## config.mk

```make
export PLATFORM = sky130hd
export DESIGN_NAME = fma_unit
export DESIGN_NICKNAME = d
export VERILOG_FILES = /design/src/verilog/fma_pkg.sv /design/src/verilog/fma_mantissa_add.sv /design/src/verilog/fma_normalize_round.sv /design/src/verilog/fma_operand_prep.sv /design/src/verilog/fma_pipe_stage.sv /design/src/verilog/fma_unit.sv
export SDC_FILE = /design/constraint.sdc
export NUM_CORES = 1
export LEC_CHECK = 0
export BUFFER_PORTS_ARGS = -buffer_cell sky130_fd_sc_hd__clkbuf_2
export CORE_UTILIZATION = 58
export DETAILED_ROUTE_END_ITERATION = 8
export PLACE_DENSITY = 0.78
export SLEW_MARGIN = 20
export SYNTH_ARGS = -nofsm -noshare
export SYNTH_HDL_FRONTEND = slang
export SYNTH_HIERARCHICAL = 1
export SYNTH_SLANG_ARGS = --single-unit
export TNS_END_PERCENT = 10
```

## constraint.sdc

```tcl
create_clock -name clk_i -period 15.6 [get_ports clk_i]
set_input_delay 1.56 -clock clk_i [delete_from_list [all_inputs] [get_ports clk_i]]
set_output_delay 1.56 -clock clk_i [all_outputs]
set_load 0.02 [all_outputs]
```

## src/verilog/fma_pkg.sv

```systemverilog
`default_nettype none

package fma_pkg;

  // ------------------------------------------------------------------
  // binary16 format
  // ------------------------------------------------------------------
  localparam int EXP_BITS  = 5;
  localparam int MAN_BITS  = 10;
  localparam int BIAS      = 15;
  // Precision includes the hidden bit
  localparam int PREC_BITS = MAN_BITS + 1;

  // ------------------------------------------------------------------
  // Internal data path widths
  // ------------------------------------------------------------------
  // Product plus aligned addend, with guard and round room
  localparam int SUM_WIDTH       = 3 * PREC_BITS + 4;
  // Low part of the sum searched for cancellation
  localparam int LOWER_SUM_WIDTH = 2 * PREC_BITS + 3;
  localparam int LZC_WIDTH       = $clog2(LOWER_SUM_WIDTH);
  // Two extra bits keep the biased exponent signed and free of wrap
  localparam int EXP_WIDTH       = EXP_BITS + 2;
  localparam int SHAMT_WIDTH     = $clog2(SUM_WIDTH);

  typedef logic [EXP_BITS+MAN_BITS:0]  fp_word_t;
  typedef logic signed [EXP_WIDTH-1:0] exp_t;
  typedef logic [SHAMT_WIDTH-1:0]      shamt_t;
  typedef logic [SUM_WIDTH-1:0]        sum_t;
  // NV, OF, UF, NX
  typedef logic [3:0]                  status_t;

  typedef enum logic [1:0] {
    FMADD  = 2'd0,
    FNMSUB = 2'd1,
    ADD    = 2'd2,
    MUL    = 2'd3
  } fma_op_e;

  // Canonical quiet NaN
  localparam fp_word_t QNAN = 16'h7E00;

  // Mid stage bundle: sub flag, three exponents, shift, sticky, sum,
  // sign, special flag, special result and status
  localparam int MID_WIDTH = 1 + 3 * EXP_WIDTH + SHAMT_WIDTH + 1 + SUM_WIDTH + 1
                             + 1 + $bits(fp_word_t) + $bits(status_t);

endpackage

`default_nettype wire

```

## src/verilog/fma_mantissa_add.sv

```systemverilog
`timescale 1ns/1ps
`default_nettype none

module fma_mantissa_add (
  input  fma_pkg::fp_word_t op_a_i,
  input  fma_pkg::fp_word_t op_b_i,
  input  fma_pkg::fp_word_t op_c_i,
  input  logic              a_normal_i,
  input  logic              b_normal_i,
  input  logic              c_normal_i,
  input  logic              a_zero_i,
  input  logic              b_zero_i,
  input  logic              a_subnormal_i,
  input  logic              b_subnormal_i,
  output logic              eff_sub_o,
  output fma_pkg::exp_t     exp_prod_o,
  output fma_pkg::exp_t     exp_diff_o,
  output fma_pkg::exp_t     tent_exp_o,
  output fma_pkg::shamt_t   addend_shamt_o,
  output logic              sticky_o,
  output fma_pkg::sum_t     sum_o,
  output logic              final_sign_o
);
  import fma_pkg::*;

  exp_t                         exp_a, exp_b, exp_c, exp_addend;
  logic                         tent_sign;
  logic [PREC_BITS-1:0]         man_a, man_b, man_c;
  logic [2*PREC_BITS-1:0]       product;
  sum_t                         product_shifted;
  logic [SUM_WIDTH+PREC_BITS-1:0] addend_wide;
  sum_t                         addend_shifted;
  logic                         inject_carry;
  logic [SUM_WIDTH:0]           sum_raw;
  logic                         sum_carry;

  // ------------------------------------------------------------------
  // Exponent path
  // ------------------------------------------------------------------
  assign exp_a = exp_t'({2'b00, op_a_i[MAN_BITS +: EXP_BITS]});
  assign exp_b = exp_t'({2'b00, op_b_i[MAN_BITS +: EXP_BITS]});
  assign exp_c = exp_t'({2'b00, op_c_i[MAN_BITS +: EXP_BITS]});

  // Subnormals act as exponent 1, exponents stay biased
  assign exp_addend = exp_c + exp_t'(!c_normal_i);
  // Zero product gets the smallest exponent
  assign exp_prod_o = (a_zero_i || b_zero_i) ? exp_t'(2 - BIAS)
                    : exp_a + exp_t'(a_subnormal_i) + exp_b + exp_t'(b_subnormal_i)
                      - exp_t'(BIAS);
  assign exp_diff_o = exp_addend - exp_prod_o;
  assign tent_exp_o = (exp_diff_o > 0) ? exp_addend : exp_prod_o;

  // Right shift of the addend, saturated at both ends
  always_comb begin
    if (exp_diff_o <= exp_t'(-2 * PREC_BITS - 1)) begin
      // Addend lands in the sticky bit only
      addend_shamt_o = shamt_t'(SUM_WIDTH);
    end else if (exp_diff_o <= exp_t'(PREC_BITS + 2)) begin
      addend_shamt_o = shamt_t'(exp_t'(PREC_BITS + 3) - exp_diff_o);
    end else begin
      // Product lands in the sticky bit only
      addend_shamt_o = '0;
    end
  end

  // ------------------------------------------------------------------
  // Product and addend alignment
  // ------------------------------------------------------------------
  assign man_a = {a_normal_i, op_a_i[MAN_BITS-1:0]};
  assign man_b = {b_normal_i, op_b_i[MAN_BITS-1:0]};
  assign man_c = {c_normal_i, op_c_i[MAN_BITS-1:0]};

  assign product = man_a * man_b;
  // Two low bits for round and sticky
  assign product_shifted = sum_t'({product, 2'b00});

  // Up to PREC_BITS bits drop off the end into the sticky
  assign addend_wide = {man_c, {SUM_WIDTH{1'b0}}} >> addend_shamt_o;
  assign sticky_o    = |addend_wide[PREC_BITS-1:0];

  assign tent_sign      = op_a_i[15] ^ op_b_i[15];
  assign eff_sub_o      = tent_sign ^ op_c_i[15];
  assign addend_shifted = eff_sub_o ? ~addend_wide[SUM_WIDTH+PREC_BITS-1:PREC_BITS]
                                    : addend_wide[SUM_WIDTH+PREC_BITS-1:PREC_BITS];
  // Sticky bits already borrow the one from the two's complement
  assign inject_carry   = eff_sub_o & ~sticky_o;

  // ------------------------------------------------------------------
  // Adder and sign fix
  // ------------------------------------------------------------------
  assign sum_raw   = {1'b0, product_shifted} + {1'b0, addend_shifted}
                   + (SUM_WIDTH+1)'(inject_carry);
  assign sum_carry = sum_raw[SUM_WIDTH];

  // No carry out on subtraction means a negative sum
  assign sum_o = (eff_sub_o && !sum_carry) ? sum_t'(~sum_raw[SUM_WIDTH-1:0] + 1'b1)
                                           : sum_raw[SUM_WIDTH-1:0];

  // Sign of the product unless the subtraction went the other way
  assign final_sign_o = eff_sub_o ? (sum_carry == tent_sign) : tent_sign;

endmodule

`default_nettype wire

```

## src/verilog/fma_normalize_round.sv

```systemverilog
`timescale 1ns/1ps
`default_nettype none

module fma_normalize_round (
  input  logic              eff_sub_i,
  input  fma_pkg::exp_t     exp_prod_i,
  input  fma_pkg::exp_t     exp_diff_i,
  input  fma_pkg::exp_t     tent_exp_i,
  input  fma_pkg::shamt_t   addend_shamt_i,
  input  logic              sticky_i,
  input  fma_pkg::sum_t     sum_i,
  input  logic              final_sign_i,
  input  logic              is_special_i,
  input  fma_pkg::fp_word_t special_result_i,
  input  fma_pkg::status_t  special_status_i,
  output fma_pkg::fp_word_t result_o,
  output fma_pkg::status_t  status_o
);
  import fma_pkg::*;

  logic [LOWER_SUM_WIDTH-1:0]   sum_lower;
  logic [LZC_WIDTH-1:0]         lzc_cnt;
  logic                         lzc_zero;
  exp_t                         lzc_exp;
  shamt_t                       norm_shamt;
  exp_t                         norm_exp;
  logic [SUM_WIDTH:0]           sum_shifted;
  logic [PREC_BITS:0]           final_man;
  logic [LOWER_SUM_WIDTH-1:0]   sticky_bits;
  exp_t                         final_exp;
  logic                         sticky_norm;
  logic                         of_before, of_after, uf_after;
  logic [EXP_BITS+MAN_BITS-1:0] pre_abs, rounded_abs;
  logic [1:0]                   round_sticky;
  logic                         round_up;
  logic                         exact_zero;
  logic                         rounded_sign;
  logic                         nx;

  // ------------------------------------------------------------------
  // Leading zero count
  // ------------------------------------------------------------------
  assign sum_lower = sum_i[LOWER_SUM_WIDTH-1:0];

  // Highest set bit wins
  always_comb begin
    lzc_cnt = '0;
    for (int i = 0; i < LOWER_SUM_WIDTH; i++) begin
      if (sum_lower[i]) begin
        lzc_cnt = LZC_WIDTH'(LOWER_SUM_WIDTH - 1 - i);
      end
    end
  end

  assign lzc_zero = ~|sum_lower;
  assign lzc_exp  = exp_t'({2'b00, lzc_cnt});

  // ------------------------------------------------------------------
  // Normalization
  // ------------------------------------------------------------------
  always_comb begin
    if ((exp_diff_i <= 0) || (eff_sub_i && (exp_diff_i <= 2))) begin
      // Product anchored or cancelling, LZC decides
      if ((exp_prod_i - lzc_exp + 1 >= 0) && !lzc_zero) begin
        norm_shamt = shamt_t'(PREC_BITS + 2) + shamt_t'(lzc_cnt);
        norm_exp   = exp_t'(exp_prod_i - lzc_exp + 1);
      end else begin
        // Subnormal result, shift stops at the minimum exponent
        norm_shamt = shamt_t'(exp_t'(PREC_BITS + 2) + exp_prod_i);
        norm_exp   = '0;
      end
    end else begin
      // Addend anchored, undo the alignment shift
      norm_shamt = addend_shamt_i;
      norm_exp   = tent_exp_i;
    end
  end

  assign sum_shifted = {1'b0, sum_i} << norm_shamt;

  // Leading one may still sit one place off
  always_comb begin
    {final_man, sticky_bits} = sum_shifted[SUM_WIDTH-1:0];
    final_exp                = norm_exp;
    if (sum_shifted[SUM_WIDTH]) begin
      {final_man, sticky_bits} = sum_shifted[SUM_WIDTH:1];
      final_exp                = norm_exp + exp_t'(1);
    end else if (!sum_shifted[SUM_WIDTH-1]) begin
      if (norm_exp > 1) begin
        {final_man, sticky_bits} = {sum_shifted[SUM_WIDTH-2:0], 1'b0};
        final_exp                = norm_exp - exp_t'(1);
      end else begin
        final_exp = '0;
      end
    end
  end

  assign sticky_norm = (|sticky_bits) | sticky_i;

  // ------------------------------------------------------------------
  // Round to nearest, ties to even
  // ------------------------------------------------------------------
  assign of_before = final_exp >= exp_t'(2**EXP_BITS - 1);

  // Overflow saturates to max normal with round and sticky forced
  assign pre_abs = of_before ? {EXP_BITS'(2**EXP_BITS - 2), {MAN_BITS{1'b1}}}
                             : {final_exp[EXP_BITS-1:0], final_man[MAN_BITS:1]};
  assign round_sticky = of_before ? 2'b11 : {final_man[0], sticky_norm};

  assign round_up    = round_sticky[1] & (round_sticky[0] | pre_abs[0]);
  // Carry may run into the exponent and reach infinity
  assign rounded_abs = pre_abs + (EXP_BITS+MAN_BITS)'(round_up);

  // Exact cancellation gives +0
  assign exact_zero   = (pre_abs == '0) && (round_sticky == 2'b00);
  assign rounded_sign = (exact_zero && eff_sub_i) ? 1'b0 : final_sign_i;

  assign of_after = &rounded_abs[MAN_BITS +: EXP_BITS];
  assign uf_after = ~|rounded_abs[MAN_BITS +: EXP_BITS];
  assign nx       = (|round_sticky) | of_before | of_after;

  // ------------------------------------------------------------------
  // Result select
  // ------------------------------------------------------------------
  assign result_o = is_special_i ? special_result_i : {rounded_sign, rounded_abs};
  // Tiny results flag underflow only when inexact
  assign status_o = is_special_i ? special_status_i
                                 : {1'b0, of_before | of_after, uf_after & nx, nx};

endmodule

`default_nettype wire

```

## src/verilog/fma_operand_prep.sv

```systemverilog
`timescale 1ns/1ps
`default_nettype none

module fma_operand_prep (
  input  logic              [15:0] a_i,
  input  logic              [15:0] b_i,
  input  logic              [15:0] c_i,
  input  fma_pkg::fma_op_e         op_i,
  input  logic                     op_mod_i,
  output fma_pkg::fp_word_t        op_a_o,
  output fma_pkg::fp_word_t        op_b_o,
  output fma_pkg::fp_word_t        op_c_o,
  output logic                     a_normal_o,
  output logic                     b_normal_o,
  output logic                     c_normal_o,
  output logic                     a_zero_o,
  output logic                     b_zero_o,
  output logic                     a_subnormal_o,
  output logic                     b_subnormal_o,
  output logic                     is_special_o,
  output fma_pkg::fp_word_t        special_result_o,
  output fma_pkg::status_t         special_status_o
);
  import fma_pkg::*;

  fp_word_t   raw [3];
  logic [2:0] is_zero, is_sub, is_norm, is_inf, is_nan, is_snan;
  // Classes after the operation adjustment
  logic       a_norm, a_zero, a_sub, a_inf, a_nan, a_snan;
  logic       c_norm, c_inf, c_nan, c_snan;
  logic       eff_sub;

  assign raw[0] = a_i;
  assign raw[1] = b_i;
  assign raw[2] = c_i;

  // ------------------------------------------------------------------
  // Operand classification
  // ------------------------------------------------------------------
  for (genvar i = 0; i < 3; i++) begin : gen_classify
    logic exp_ones;
    logic exp_zero;
    logic man_zero;
    assign exp_ones   = &raw[i][MAN_BITS +: EXP_BITS];
    assign exp_zero   = ~|raw[i][MAN_BITS +: EXP_BITS];
    assign man_zero   = ~|raw[i][MAN_BITS-1:0];
    assign is_zero[i] = exp_zero & man_zero;
    assign is_sub[i]  = exp_zero & ~man_zero;
    assign is_norm[i] = ~exp_zero & ~exp_ones;
    assign is_inf[i]  = exp_ones & man_zero;
    assign is_nan[i]  = exp_ones & ~man_zero;
    // Quiet bit is the mantissa MSB
    assign is_snan[i] = is_nan[i] & ~raw[i][MAN_BITS-1];
  end

  // ------------------------------------------------------------------
  // Operation adjustment
  // ------------------------------------------------------------------
  always_comb begin
    op_a_o = a_i;
    op_b_o = b_i;
    // op_mod always flips the addend sign
    op_c_o = {c_i[15] ^ op_mod_i, c_i[14:0]};
    {a_norm, a_zero, a_sub} = {is_norm[0], is_zero[0], is_sub[0]};
    {a_inf, a_nan, a_snan}  = {is_inf[0], is_nan[0], is_snan[0]};
    {c_norm, c_inf, c_nan, c_snan} = {is_norm[2], is_inf[2], is_nan[2], is_snan[2]};
    case (op_i)
      // Negated product
      FNMSUB: op_a_o[15] = ~a_i[15];
      // Multiplicand becomes +1.0
      ADD: begin
        op_a_o = {1'b0, EXP_BITS'(BIAS), MAN_BITS'(0)};
        {a_norm, a_zero, a_sub, a_inf, a_nan, a_snan} = 6'b100000;
      end
      // Addend becomes -0
      MUL: begin
        op_c_o = {1'b1, 15'h0000};
        {c_norm, c_inf, c_nan, c_snan} = 4'b0000;
      end
      default: ;
    endcase
  end

  assign a_normal_o    = a_norm;
  assign b_normal_o    = is_norm[1];
  assign c_normal_o    = c_norm;
  assign a_zero_o      = a_zero;
  assign b_zero_o      = is_zero[1];
  assign a_subnormal_o = a_sub;
  assign b_subnormal_o = is_sub[1];

  // Product and addend signs differ
  assign eff_sub = op_a_o[15] ^ op_b_o[15] ^ op_c_o[15];

  // ------------------------------------------------------------------
  // Special cases, highest priority first
  // ------------------------------------------------------------------
  always_comb begin
    is_special_o     = 1'b0;
    special_result_o = QNAN;
    special_status_o = '0;
    if ((a_inf && is_zero[1]) || (a_zero && is_inf[1])) begin
      // inf * 0 is invalid even with a quiet NaN addend
      is_special_o        = 1'b1;
      special_status_o[3] = 1'b1;
    end else if (a_nan || is_nan[1] || c_nan) begin
      is_special_o        = 1'b1;
      special_status_o[3] = a_snan | is_snan[1] | c_snan;
    end else if (a_inf || is_inf[1] || c_inf) begin
      is_special_o = 1'b1;
      if ((a_inf || is_inf[1]) && c_inf && eff_sub) begin
        // inf - inf
        special_status_o[3] = 1'b1;
      end else if (a_inf || is_inf[1]) begin
        special_result_o = {op_a_o[15] ^ op_b_o[15], {EXP_BITS{1'b1}}, MAN_BITS'(0)};
      end else begin
        special_result_o = {op_c_o[15], {EXP_BITS{1'b1}}, MAN_BITS'(0)};
      end
    end
  end

endmodule

`default_nettype wire

```

## src/verilog/fma_pipe_stage.sv

```systemverilog
`timescale 1ns/1ps
`default_nettype none

module fma_pipe_stage #(
  parameter int WIDTH = 8
) (
  input  logic             clk_i,
  input  logic             rst_i,
  input  logic             valid_i,
  input  logic [WIDTH-1:0] data_i,
  output logic             ready_o,
  input  logic             ready_i,
  output logic             valid_o,
  output logic [WIDTH-1:0] data_o
);

  logic             valid_q;
  logic [WIDTH-1:0] data_q;

  // Accept when empty or when the held item leaves this cycle
  assign ready_o = ready_i | ~valid_q;

  always_ff @(posedge clk_i) begin
    if (rst_i) begin
      valid_q <= 1'b0;
    end else if (ready_o) begin
      valid_q <= valid_i;
    end
  end

  // Payload only moves on a transfer
  always_ff @(posedge clk_i) begin
    if (ready_o && valid_i) begin
      data_q <= data_i;
    end
  end

  assign valid_o = valid_q;
  assign data_o  = data_q;

endmodule

`default_nettype wire

```

## src/verilog/fma_unit.sv

```systemverilog
`timescale 1ns/1ps
`default_nettype none

module fma_unit (
  input  logic              clk_i,
  input  logic              rst_i,
  input  fma_pkg::fp_word_t a_i,
  input  fma_pkg::fp_word_t b_i,
  input  fma_pkg::fp_word_t c_i,
  input  fma_pkg::fma_op_e  op_i,
  input  logic              op_mod_i,
  input  logic              in_valid_i,
  output logic              in_ready_o,
  output fma_pkg::fp_word_t result_o,
  output fma_pkg::status_t  status_o,
  output logic              out_valid_o,
  input  logic              out_ready_i
);
  import fma_pkg::*;

  // Prep to adder
  fp_word_t op_a, op_b, op_c;
  logic     a_normal, b_normal, c_normal, a_zero, b_zero, a_sub, b_sub;
  // Fields entering the mid stage
  logic     is_special, eff_sub, sticky, final_sign;
  fp_word_t special_result;
  status_t  special_status;
  exp_t     exp_prod, exp_diff, tent_exp;
  shamt_t   addend_shamt;
  sum_t     sum;
  // Fields leaving the mid stage
  logic     is_special_q, eff_sub_q, sticky_q, final_sign_q;
  fp_word_t special_result_q;
  status_t  special_status_q;
  exp_t     exp_prod_q, exp_diff_q, tent_exp_q;
  shamt_t   addend_shamt_q;
  sum_t     sum_q;
  logic [MID_WIDTH-1:0] mid_data_q;
  logic     mid_valid, out_ready;
  // Output stage
  fp_word_t result_d;
  status_t  status_d;

  fma_operand_prep u_operand_prep (
    .a_i              (a_i),
    .b_i              (b_i),
    .c_i              (c_i),
    .op_i             (op_i),
    .op_mod_i         (op_mod_i),
    .op_a_o           (op_a),
    .op_b_o           (op_b),
    .op_c_o           (op_c),
    .a_normal_o       (a_normal),
    .b_normal_o       (b_normal),
    .c_normal_o       (c_normal),
    .a_zero_o         (a_zero),
    .b_zero_o         (b_zero),
    .a_subnormal_o    (a_sub),
    .b_subnormal_o    (b_sub),
    .is_special_o     (is_special),
    .special_result_o (special_result),
    .special_status_o (special_status)
  );

  fma_mantissa_add u_mantissa_add (
    .op_a_i         (op_a),
    .op_b_i         (op_b),
    .op_c_i         (op_c),
    .a_normal_i     (a_normal),
    .b_normal_i     (b_normal),
    .c_normal_i     (c_normal),
    .a_zero_i       (a_zero),
    .b_zero_i       (b_zero),
    .a_subnormal_i  (a_sub),
    .b_subnormal_i  (b_sub),
    .eff_sub_o      (eff_sub),
    .exp_prod_o     (exp_prod),
    .exp_diff_o     (exp_diff),
    .tent_exp_o     (tent_exp),
    .addend_shamt_o (addend_shamt),
    .sticky_o       (sticky),
    .sum_o          (sum),
    .final_sign_o   (final_sign)
  );

  // ------------------------------------------------------------------
  // Register after the adder
  // ------------------------------------------------------------------
  fma_pipe_stage #(
    .WIDTH (MID_WIDTH)
  ) u_mid_stage (
    .clk_i   (clk_i),
    .rst_i   (rst_i),
    .valid_i (in_valid_i),
    .data_i  ({eff_sub, exp_prod, exp_diff, tent_exp, addend_shamt, sticky, sum,
               final_sign, is_special, special_result, special_status}),
    .ready_o (in_ready_o),
    .ready_i (out_ready),
    .valid_o (mid_valid),
    .data_o  (mid_data_q)
  );

  assign {eff_sub_q, exp_prod_q, exp_diff_q, tent_exp_q, addend_shamt_q, sticky_q, sum_q,
          final_sign_q, is_special_q, special_result_q, special_status_q} = mid_data_q;

  fma_normalize_round u_normalize_round (
    .eff_sub_i        (eff_sub_q),
    .exp_prod_i       (exp_prod_q),
    .exp_diff_i       (exp_diff_q),
    .tent_exp_i       (tent_exp_q),
    .addend_shamt_i   (addend_shamt_q),
    .sticky_i         (sticky_q),
    .sum_i            (sum_q),
    .final_sign_i     (final_sign_q),
    .is_special_i     (is_special_q),
    .special_result_i (special_result_q),
    .special_status_i (special_status_q),
    .result_o         (result_d),
    .status_o         (status_d)
  );

  // Output register, result over status
  fma_pipe_stage #(
    .WIDTH ($bits(fp_word_t) + $bits(status_t))
  ) u_out_stage (
    .clk_i   (clk_i),
    .rst_i   (rst_i),
    .valid_i (mid_valid),
    .data_i  ({result_d, status_d}),
    .ready_o (out_ready),
    .ready_i (out_ready_i),
    .valid_o (out_valid_o),
    .data_o  ({result_o, status_o})
  );

endmodule

`default_nettype wire
```

* Word level (Yosys, flattened, before mapping)
Cells that the tools add are included.
** Word-level totals
- Register bits :: 107
- Input port bits :: 55
** Operators by class
- Add/subtract/negate cells :: 17
- $mul :: 1
- $lt $le $gt $ge :: 8
- Eq/ne operators :: 4
- Shifts and indexed selects :: 2
- Muxes and demuxes :: 67
- Bitwise logic cells :: 44
- Reductions and logical operators :: 45
** Operators by type and width (number)
- $mux 5 :: 25
- $mux 25 :: 3
- $mux 37 :: 2
- $not 37->37 :: 2
- $reduce_or 25->1 :: 2
- $mux 7 :: 7
- $mux 16 :: 3
- $shr 48x6->48 :: 1
- $add 24x37->38 :: 1
- $add 38x1->38 :: 1
- $shl 37x6->38 :: 1
- $add 37x1->37 const B :: 1
- $mux 11 :: 3
- $add 32x2->32 const B :: 1
- $ge 32x1->1 const B :: 1
- $mux 15 :: 2
- $reduce_or 10->1 :: 3
- $mux 6 :: 4
- $mul 11x11->22 :: 1
- $reduce_and 5->1 :: 4
- $reduce_or 5->1 :: 4
- $and 1x1->1 :: 19
- $mux 1 :: 16
- $add 15x1->15 :: 1
- other kinds (34) :: 80

* Depth between registers and ports, before layout
- Depth after elaboration :: 44
- Depth in mapped cells :: 52

* Cells and area by module
The synthesis kept the hierarchy.
** By module, submodules not included
- fma_mantissa_add :: times used 1, cells an instance 1260, area an instance 9382.7 µm², seq. area each 0.0 µm²
- fma_normalize_round :: times used 1, cells an instance 824, area an instance 5322.6 µm², seq. area each 0.0 µm²
- fma_pipe_stage (u_mid_stage) :: times used 1, cells an instance 93, area an instance 2697.6 µm², seq. area each 2662.6 µm²
- fma_operand_prep :: times used 1, cells an instance 132, area an instance 858.3 µm², seq. area each 0.0 µm²
- fma_pipe_stage (u_out_stage) :: times used 1, cells an instance 25, area an instance 655.6 µm², seq. area each 620.6 µm²

* Worst setup path before layout
No wires, ideal clock.
- Kind :: input to register
- From :: in op_i[0]
- To :: reg u_mid_stage.data_q[56], in the netlist u_mid_stage/data_o[56], data pin
- Arrival :: 10.095 ns
- Data required time :: 15.326 ns
- Setup slack :: 5.231 ns
- Stages :: 45
- Buffers on the path :: 6
- Cell sequence :: inv_1 -> ha_1 -> or2_1 -> nand2b_1 -> nor2b_1 -> inv_1 -> ha_1 -> inv_1 -> fa_1 -> or3_1 -> ha_1 -> clkbuf_1 -> inv_1 -> clkbuf_1 -> ha_1 -> a21o_1 -> nand2_1 -> a21oi_1 -> (+9 left out) -> o21ai_0 -> a22oi_1 -> xnor2_1 -> ha_1 -> clkbuf_1 -> a21o_1 -> a21oi_1 -> o21bai_1 -> a21o_1 -> a221o_1 -> a41o_1 -> or4_1 -> a21oi_1 -> and4b_1 -> nor2b_1 -> nand4_1 -> o41ai_1 -> xor2_1
** Between the ends
- Longest elaborated chain between the ends :: 19
- Elaborated cells between the ends (all ways) :: 40
- Classes of those cells :: add/sub (10); mul (1); order compare (2); eq/ne (3); shift (1); mux (12); bitwise (6); reduce/logical (5)
** RTL lines
- start, declared :: line fma_unit.sv:10 : input fma_pkg::fma_op_e op_i,
- $eq 2x2->1 (*) :: line fma_operand_prep.sv:67 : case (op_i)
- $mux 15 (*) :: line fma_operand_prep.sv:67
- net op_a[11] :: line fma_unit.sv:22 : fp_word_t op_a, op_b, op_c;
- $add 5x1->6 (*) :: line fma_mantissa_add.sv:48 : : exp_a + exp_t'(a_subnormal_i) + exp_b + exp_t'(b_subnormal_i)
- $add 7x6->7 (*) :: line fma_mantissa_add.sv:48
- $add 7x2->7 (*) :: line fma_mantissa_add.sv:48
- $sub 7x5->7 (*) :: line fma_mantissa_add.sv:49 : - exp_t'(BIAS);
- $mux 7 (*) :: line fma_mantissa_add.sv:47 : assign exp_prod_o = (a_zero_i || b_zero_i) ? exp_t'(2 - BIAS)
- (+4 left out)
- net addend_shamt[1] :: line fma_unit.sv:29 : shamt_t addend_shamt;
- (+1 left out)
- $not 37->37 / $reduce_or 11->1 (equally long branches) :: line fma_mantissa_add.sv:83, fma_mantissa_add.sv:79
- $mux 37 / $not 1->1 (equally long branches) :: line fma_mantissa_add.sv:83, fma_mantissa_add.sv:86
- $add 24x37->38 / $and 1x1->1 (equally long branches) :: line fma_mantissa_add.sv:91, fma_mantissa_add.sv:86
- $add 38x1->38 (*) :: line fma_mantissa_add.sv:92 : + (SUM_WIDTH+1)'(inject_carry);
- $not 37->37 / $logic_not 1->1 (equally long branches) :: line fma_mantissa_add.sv:96 : assign sum_o = (eff_sub_o && !sum_carry) ? sum_t'(~sum_raw[SUM_WIDTH-1:0] + 1'b1)
- $add 37x1->37 / $logic_and 1x1->1 (equally long branches) :: line fma_mantissa_add.sv:96
- $mux 37 (*) :: line fma_mantissa_add.sv:96
- net sum[34] :: line fma_unit.sv:30 : sum_t sum;
- end signal, assigned :: line fma_pipe_stage.sv:34 : data_q <= data_i;
- end, declared :: line fma_pipe_stage.sv:18 : logic [WIDTH-1:0] data_q;
Mark *: on every way through the listed nets, which the timed path passes. The rest lies on a longest branch.
A chain may end at the register's enable or synchronous reset.

* Worst setup path in the final report
- From :: in op_i[0]
- To :: reg u_mid_stage.data_q[58], in the netlist u_mid_stage/data_o[58], data pin
** Between the ends
- Longest elaborated chain between the ends :: 19
- Elaborated cells between the ends (all ways) :: 40
- Classes of those cells :: add/sub (10); mul (1); order compare (2); eq/ne (3); shift (1); mux (12); bitwise (6); reduce/logical (5)
** RTL lines
- $eq 2x2->1 (*) :: line fma_operand_prep.sv:67
- $mux 15 (*) :: line fma_operand_prep.sv:67
- net op_a[11] :: line fma_unit.sv:22
- $add 5x1->6 (*) :: line fma_mantissa_add.sv:48
- $add 7x6->7 (*) :: line fma_mantissa_add.sv:48
- $add 7x2->7 (*) :: line fma_mantissa_add.sv:48
- $sub 7x5->7 (*) :: line fma_mantissa_add.sv:49
- $mux 7 (*) :: line fma_mantissa_add.sv:47
- (+1 left out)
- net exp_diff[6] :: line fma_unit.sv:28 : exp_t exp_prod, exp_diff, tent_exp;
- (+3 left out)
- net addend_shamt[3] :: line fma_unit.sv:29
- (+2 left out)
- net sticky :: line fma_unit.sv:25 : logic is_special, eff_sub, sticky, final_sign;
- $not 1->1 (*) :: line fma_mantissa_add.sv:86 : assign inject_carry = eff_sub_o & ~sticky_o;
- $and 1x1->1 (*) :: line fma_mantissa_add.sv:86
- $add 38x1->38 (*) :: line fma_mantissa_add.sv:92
- $not 37->37 / $logic_not 1->1 (equally long branches) :: line fma_mantissa_add.sv:96
- $add 37x1->37 / $logic_and 1x1->1 (equally long branches) :: line fma_mantissa_add.sv:96
- $mux 37 (*) :: line fma_mantissa_add.sv:96
- net sum[36] :: line fma_unit.sv:30
Marks and branches as above.

==> results.cfg <==
[sta]
worstMarginPinSlew_ns = 0.9834
fin_worst_skew_ns = 0.01604
rsz0062_at_grt = false
hold_viol_final = 0
post-route-min-period_ns = 12.36
slew_headroom_pct = 34.14
post-route-period-util_pct = 79.21
slew_viol_final = 0
whs_ns = 0.5013
setup_viol = 0
fmax_mhz = 80.93
setup_tns_ns = 0

[clock_tree]
post_cts_resized = 0
clock-root-buffer = clkbuf_16
clock-sinks = 110
cts-buffers-inserted = 9
clk_latency_ns = 0.36
hold_buffers = 0
postCtsSetupRepairBufs = 0
cts-htree-levels = 3
cts_tree = done
clk_path_buf_depth = 2
clk_pin_slew_ns = 0.08

[logic_synthesis]
ys_seq_area_share_pct = 17.36
synth_simple_gate_area_share_pct = 22.57
syn_area_sq_mm = 0.01892
yosysWarnings = 6
avgSynthCellArea_sq_um = 8.105
yosys.area_share.xor_xnor_pct = 7.269
synthTopCellsByArea = edfxtp_1, fa_1, ha_1
synthAdderAreaFrac_pct = 17.05
synthDominantCellAreaShare_pct = 17.14
yosys.area.top_type = edfxtp_1
syn_inst = 2334
yosys_most_used_dff = edfxtp_1
ys_types = 128
synth_compound_area_share_pct = 25.59
synth_top_family_by_area = compound AO/OA/AOI/OAI gates
async_flop_share_pct = 0
synth_edf_count = 108
synthMuxAreaShare_pct = 2.374
synth-seq-cells = 110

[critical_path]
crit_path_end_kind = flip-flop
path_max_fanout = 26
critPathSlowestCell = xor2_2
worstSetupPathType = input port to flip-flop
crit_top_cell = ha_1
cp.required_ns = 15.70
cp.arrival_ns = 12.45
max_stage_delay_ns = 0.57
start_kind = input port

[drt]
first_pass_iters = 6
wirelength_mm = 60.07
vias = 18270
viasPerCell = 6.642
post_drt_wl_per_cell_um = 21.84
drt_iter0_drc = 2150
drtAntennaViolNets = 0
drc = 0

[placement]
portBuffers = 76
dp_hpwl_mm = 47.84
routabilityCongestion = 1.006

[floorplan]
ios = 77
die_h_um = 182.6
initial_core_util_pct = 59.49
rows = 65
die_area_sq_mm = 0.03334
core-area_sq_mm = 0.03180
dieWidth_um = 182.6

[global_route]
grt-ovfl-total = 0
grt_max_degree = 74
grt.total_usage_pct = 36.19
grt_pass1_wl_mm = 95.10
grt_pass1_vias = 17300
antenna_found_initial = 1

[status]
status = finished, final reports clean

[final_layout]
final_common_cell = nand2_1
area_growth_pct = 3.869
drive_gt1_share_pct = 10.19
final_nets = 2573
n_antenna_cell = 0
final_cell_mix = nand2_1, inv_1, nor2_1

[job]
maxCapViolCount = 0

[min_path]
hold_class = flip-flop to flip-flop
-- synth_stat cells (all sizes together), types with 29 or more instances --
| library cell | count |
|---|---|
| a21o | 29 |
| edfxtp | 108 |
| ha | 125 |
| a21oi | 127 |
| buf | 76 |
| and2 | 68 |
| fa | 83 |
| nor3 | 59 |
| xor2 | 29 |
| nor4 | 35 |
| clkbuf | 80 |
| nand3 | 83 |
| nor2b | 42 |
| nand2 | 239 |
| o211ai | 73 |
| nor2 | 160 |
| o21ai | 125 |
| xnor2 | 125 |
| inv | 175 |
-- kinds of logic after synthesis --
group,count (synthesis)
simple gates,821
compound gates,671
buf+inv,332
fa+ha+maj,208
xor+xnor,154
flops,110
mux,36
other cells,2
-- routing by layer --
layer	vias to the layer above	GRT usage (%)	wire length, um
li1	8441	-	-
met1	8730	46.62	24360
met2	906	59.82	28170
met3	189	3.911	4203
met4	0	19.16	3323
met5	-	0	0
-- worst max-delay path: cells and delay by family --
kind / cells / cell delay [ns]
fa+ha+maj: 6 / 1.98
simple gates: 16 / 3.21
compound gates: 17 / 3.88
buf+inv: 5 / 0.75
xor+xnor: 2 / 0.68
mux: 1 / 0.29
-- area by class of cell --
| cell class | instances | area [sq um] |
|---|---|---|
| Timing Repair Buffer | 106 | 603.1 |
| Tap cell | 435 | 544.3 |
| Clock buffer | 10 | 229.0 |
| Clock inverter | 6 | 62.56 |
| Inverter | 176 | 660.6 |
| Sequential cell | 110 | 3283 |
| Fill cell | 2837 | 12150 |
| Multi-Input combinational cell | 1907 | 14270 |
-- through the flow --
step           cells  util (%)  setup WS, ns  cell area (sq um)
6_report        2750     61.79         3.244              19650
5_1_grt         2750     61.79         2.297              19650
4_1_cts         2749     61.75         3.226              19640
3_5_place_dp    2733     60.83         2.889              19340
3_3_place_gp    2733     60.83         3.417              19340
2_1_floorplan   2349         -         5.231              18970
-- path summary, 6_finish.rpt --
path                                        startpoint                endpoint  slack [ns]  cells after the start
worst max register to register  u_mid_stage/data_o[27]   u_out_stage/data_o[1]        5.73                     27
worst min register to register     u_mid_stage/valid_o     u_out_stage/valid_o        0.50                      2
worst min-delay path               u_mid_stage/valid_o     u_out_stage/valid_o        0.50                      2
worst max-delay path                           op_i[0]  u_mid_stage/data_o[58]        3.24                     47
-- state kept, by name, summed over array words and instances (netlist names) --
name	flops
u_mid_stage/valid_o	1
u_mid_stage/data_o	88
u_out_stage/valid_o	1
u_out_stage/data_o	20
Power is not shown: default switching activity piles up to over one toggle a cycle in this logic, so the estimate is an artifact.
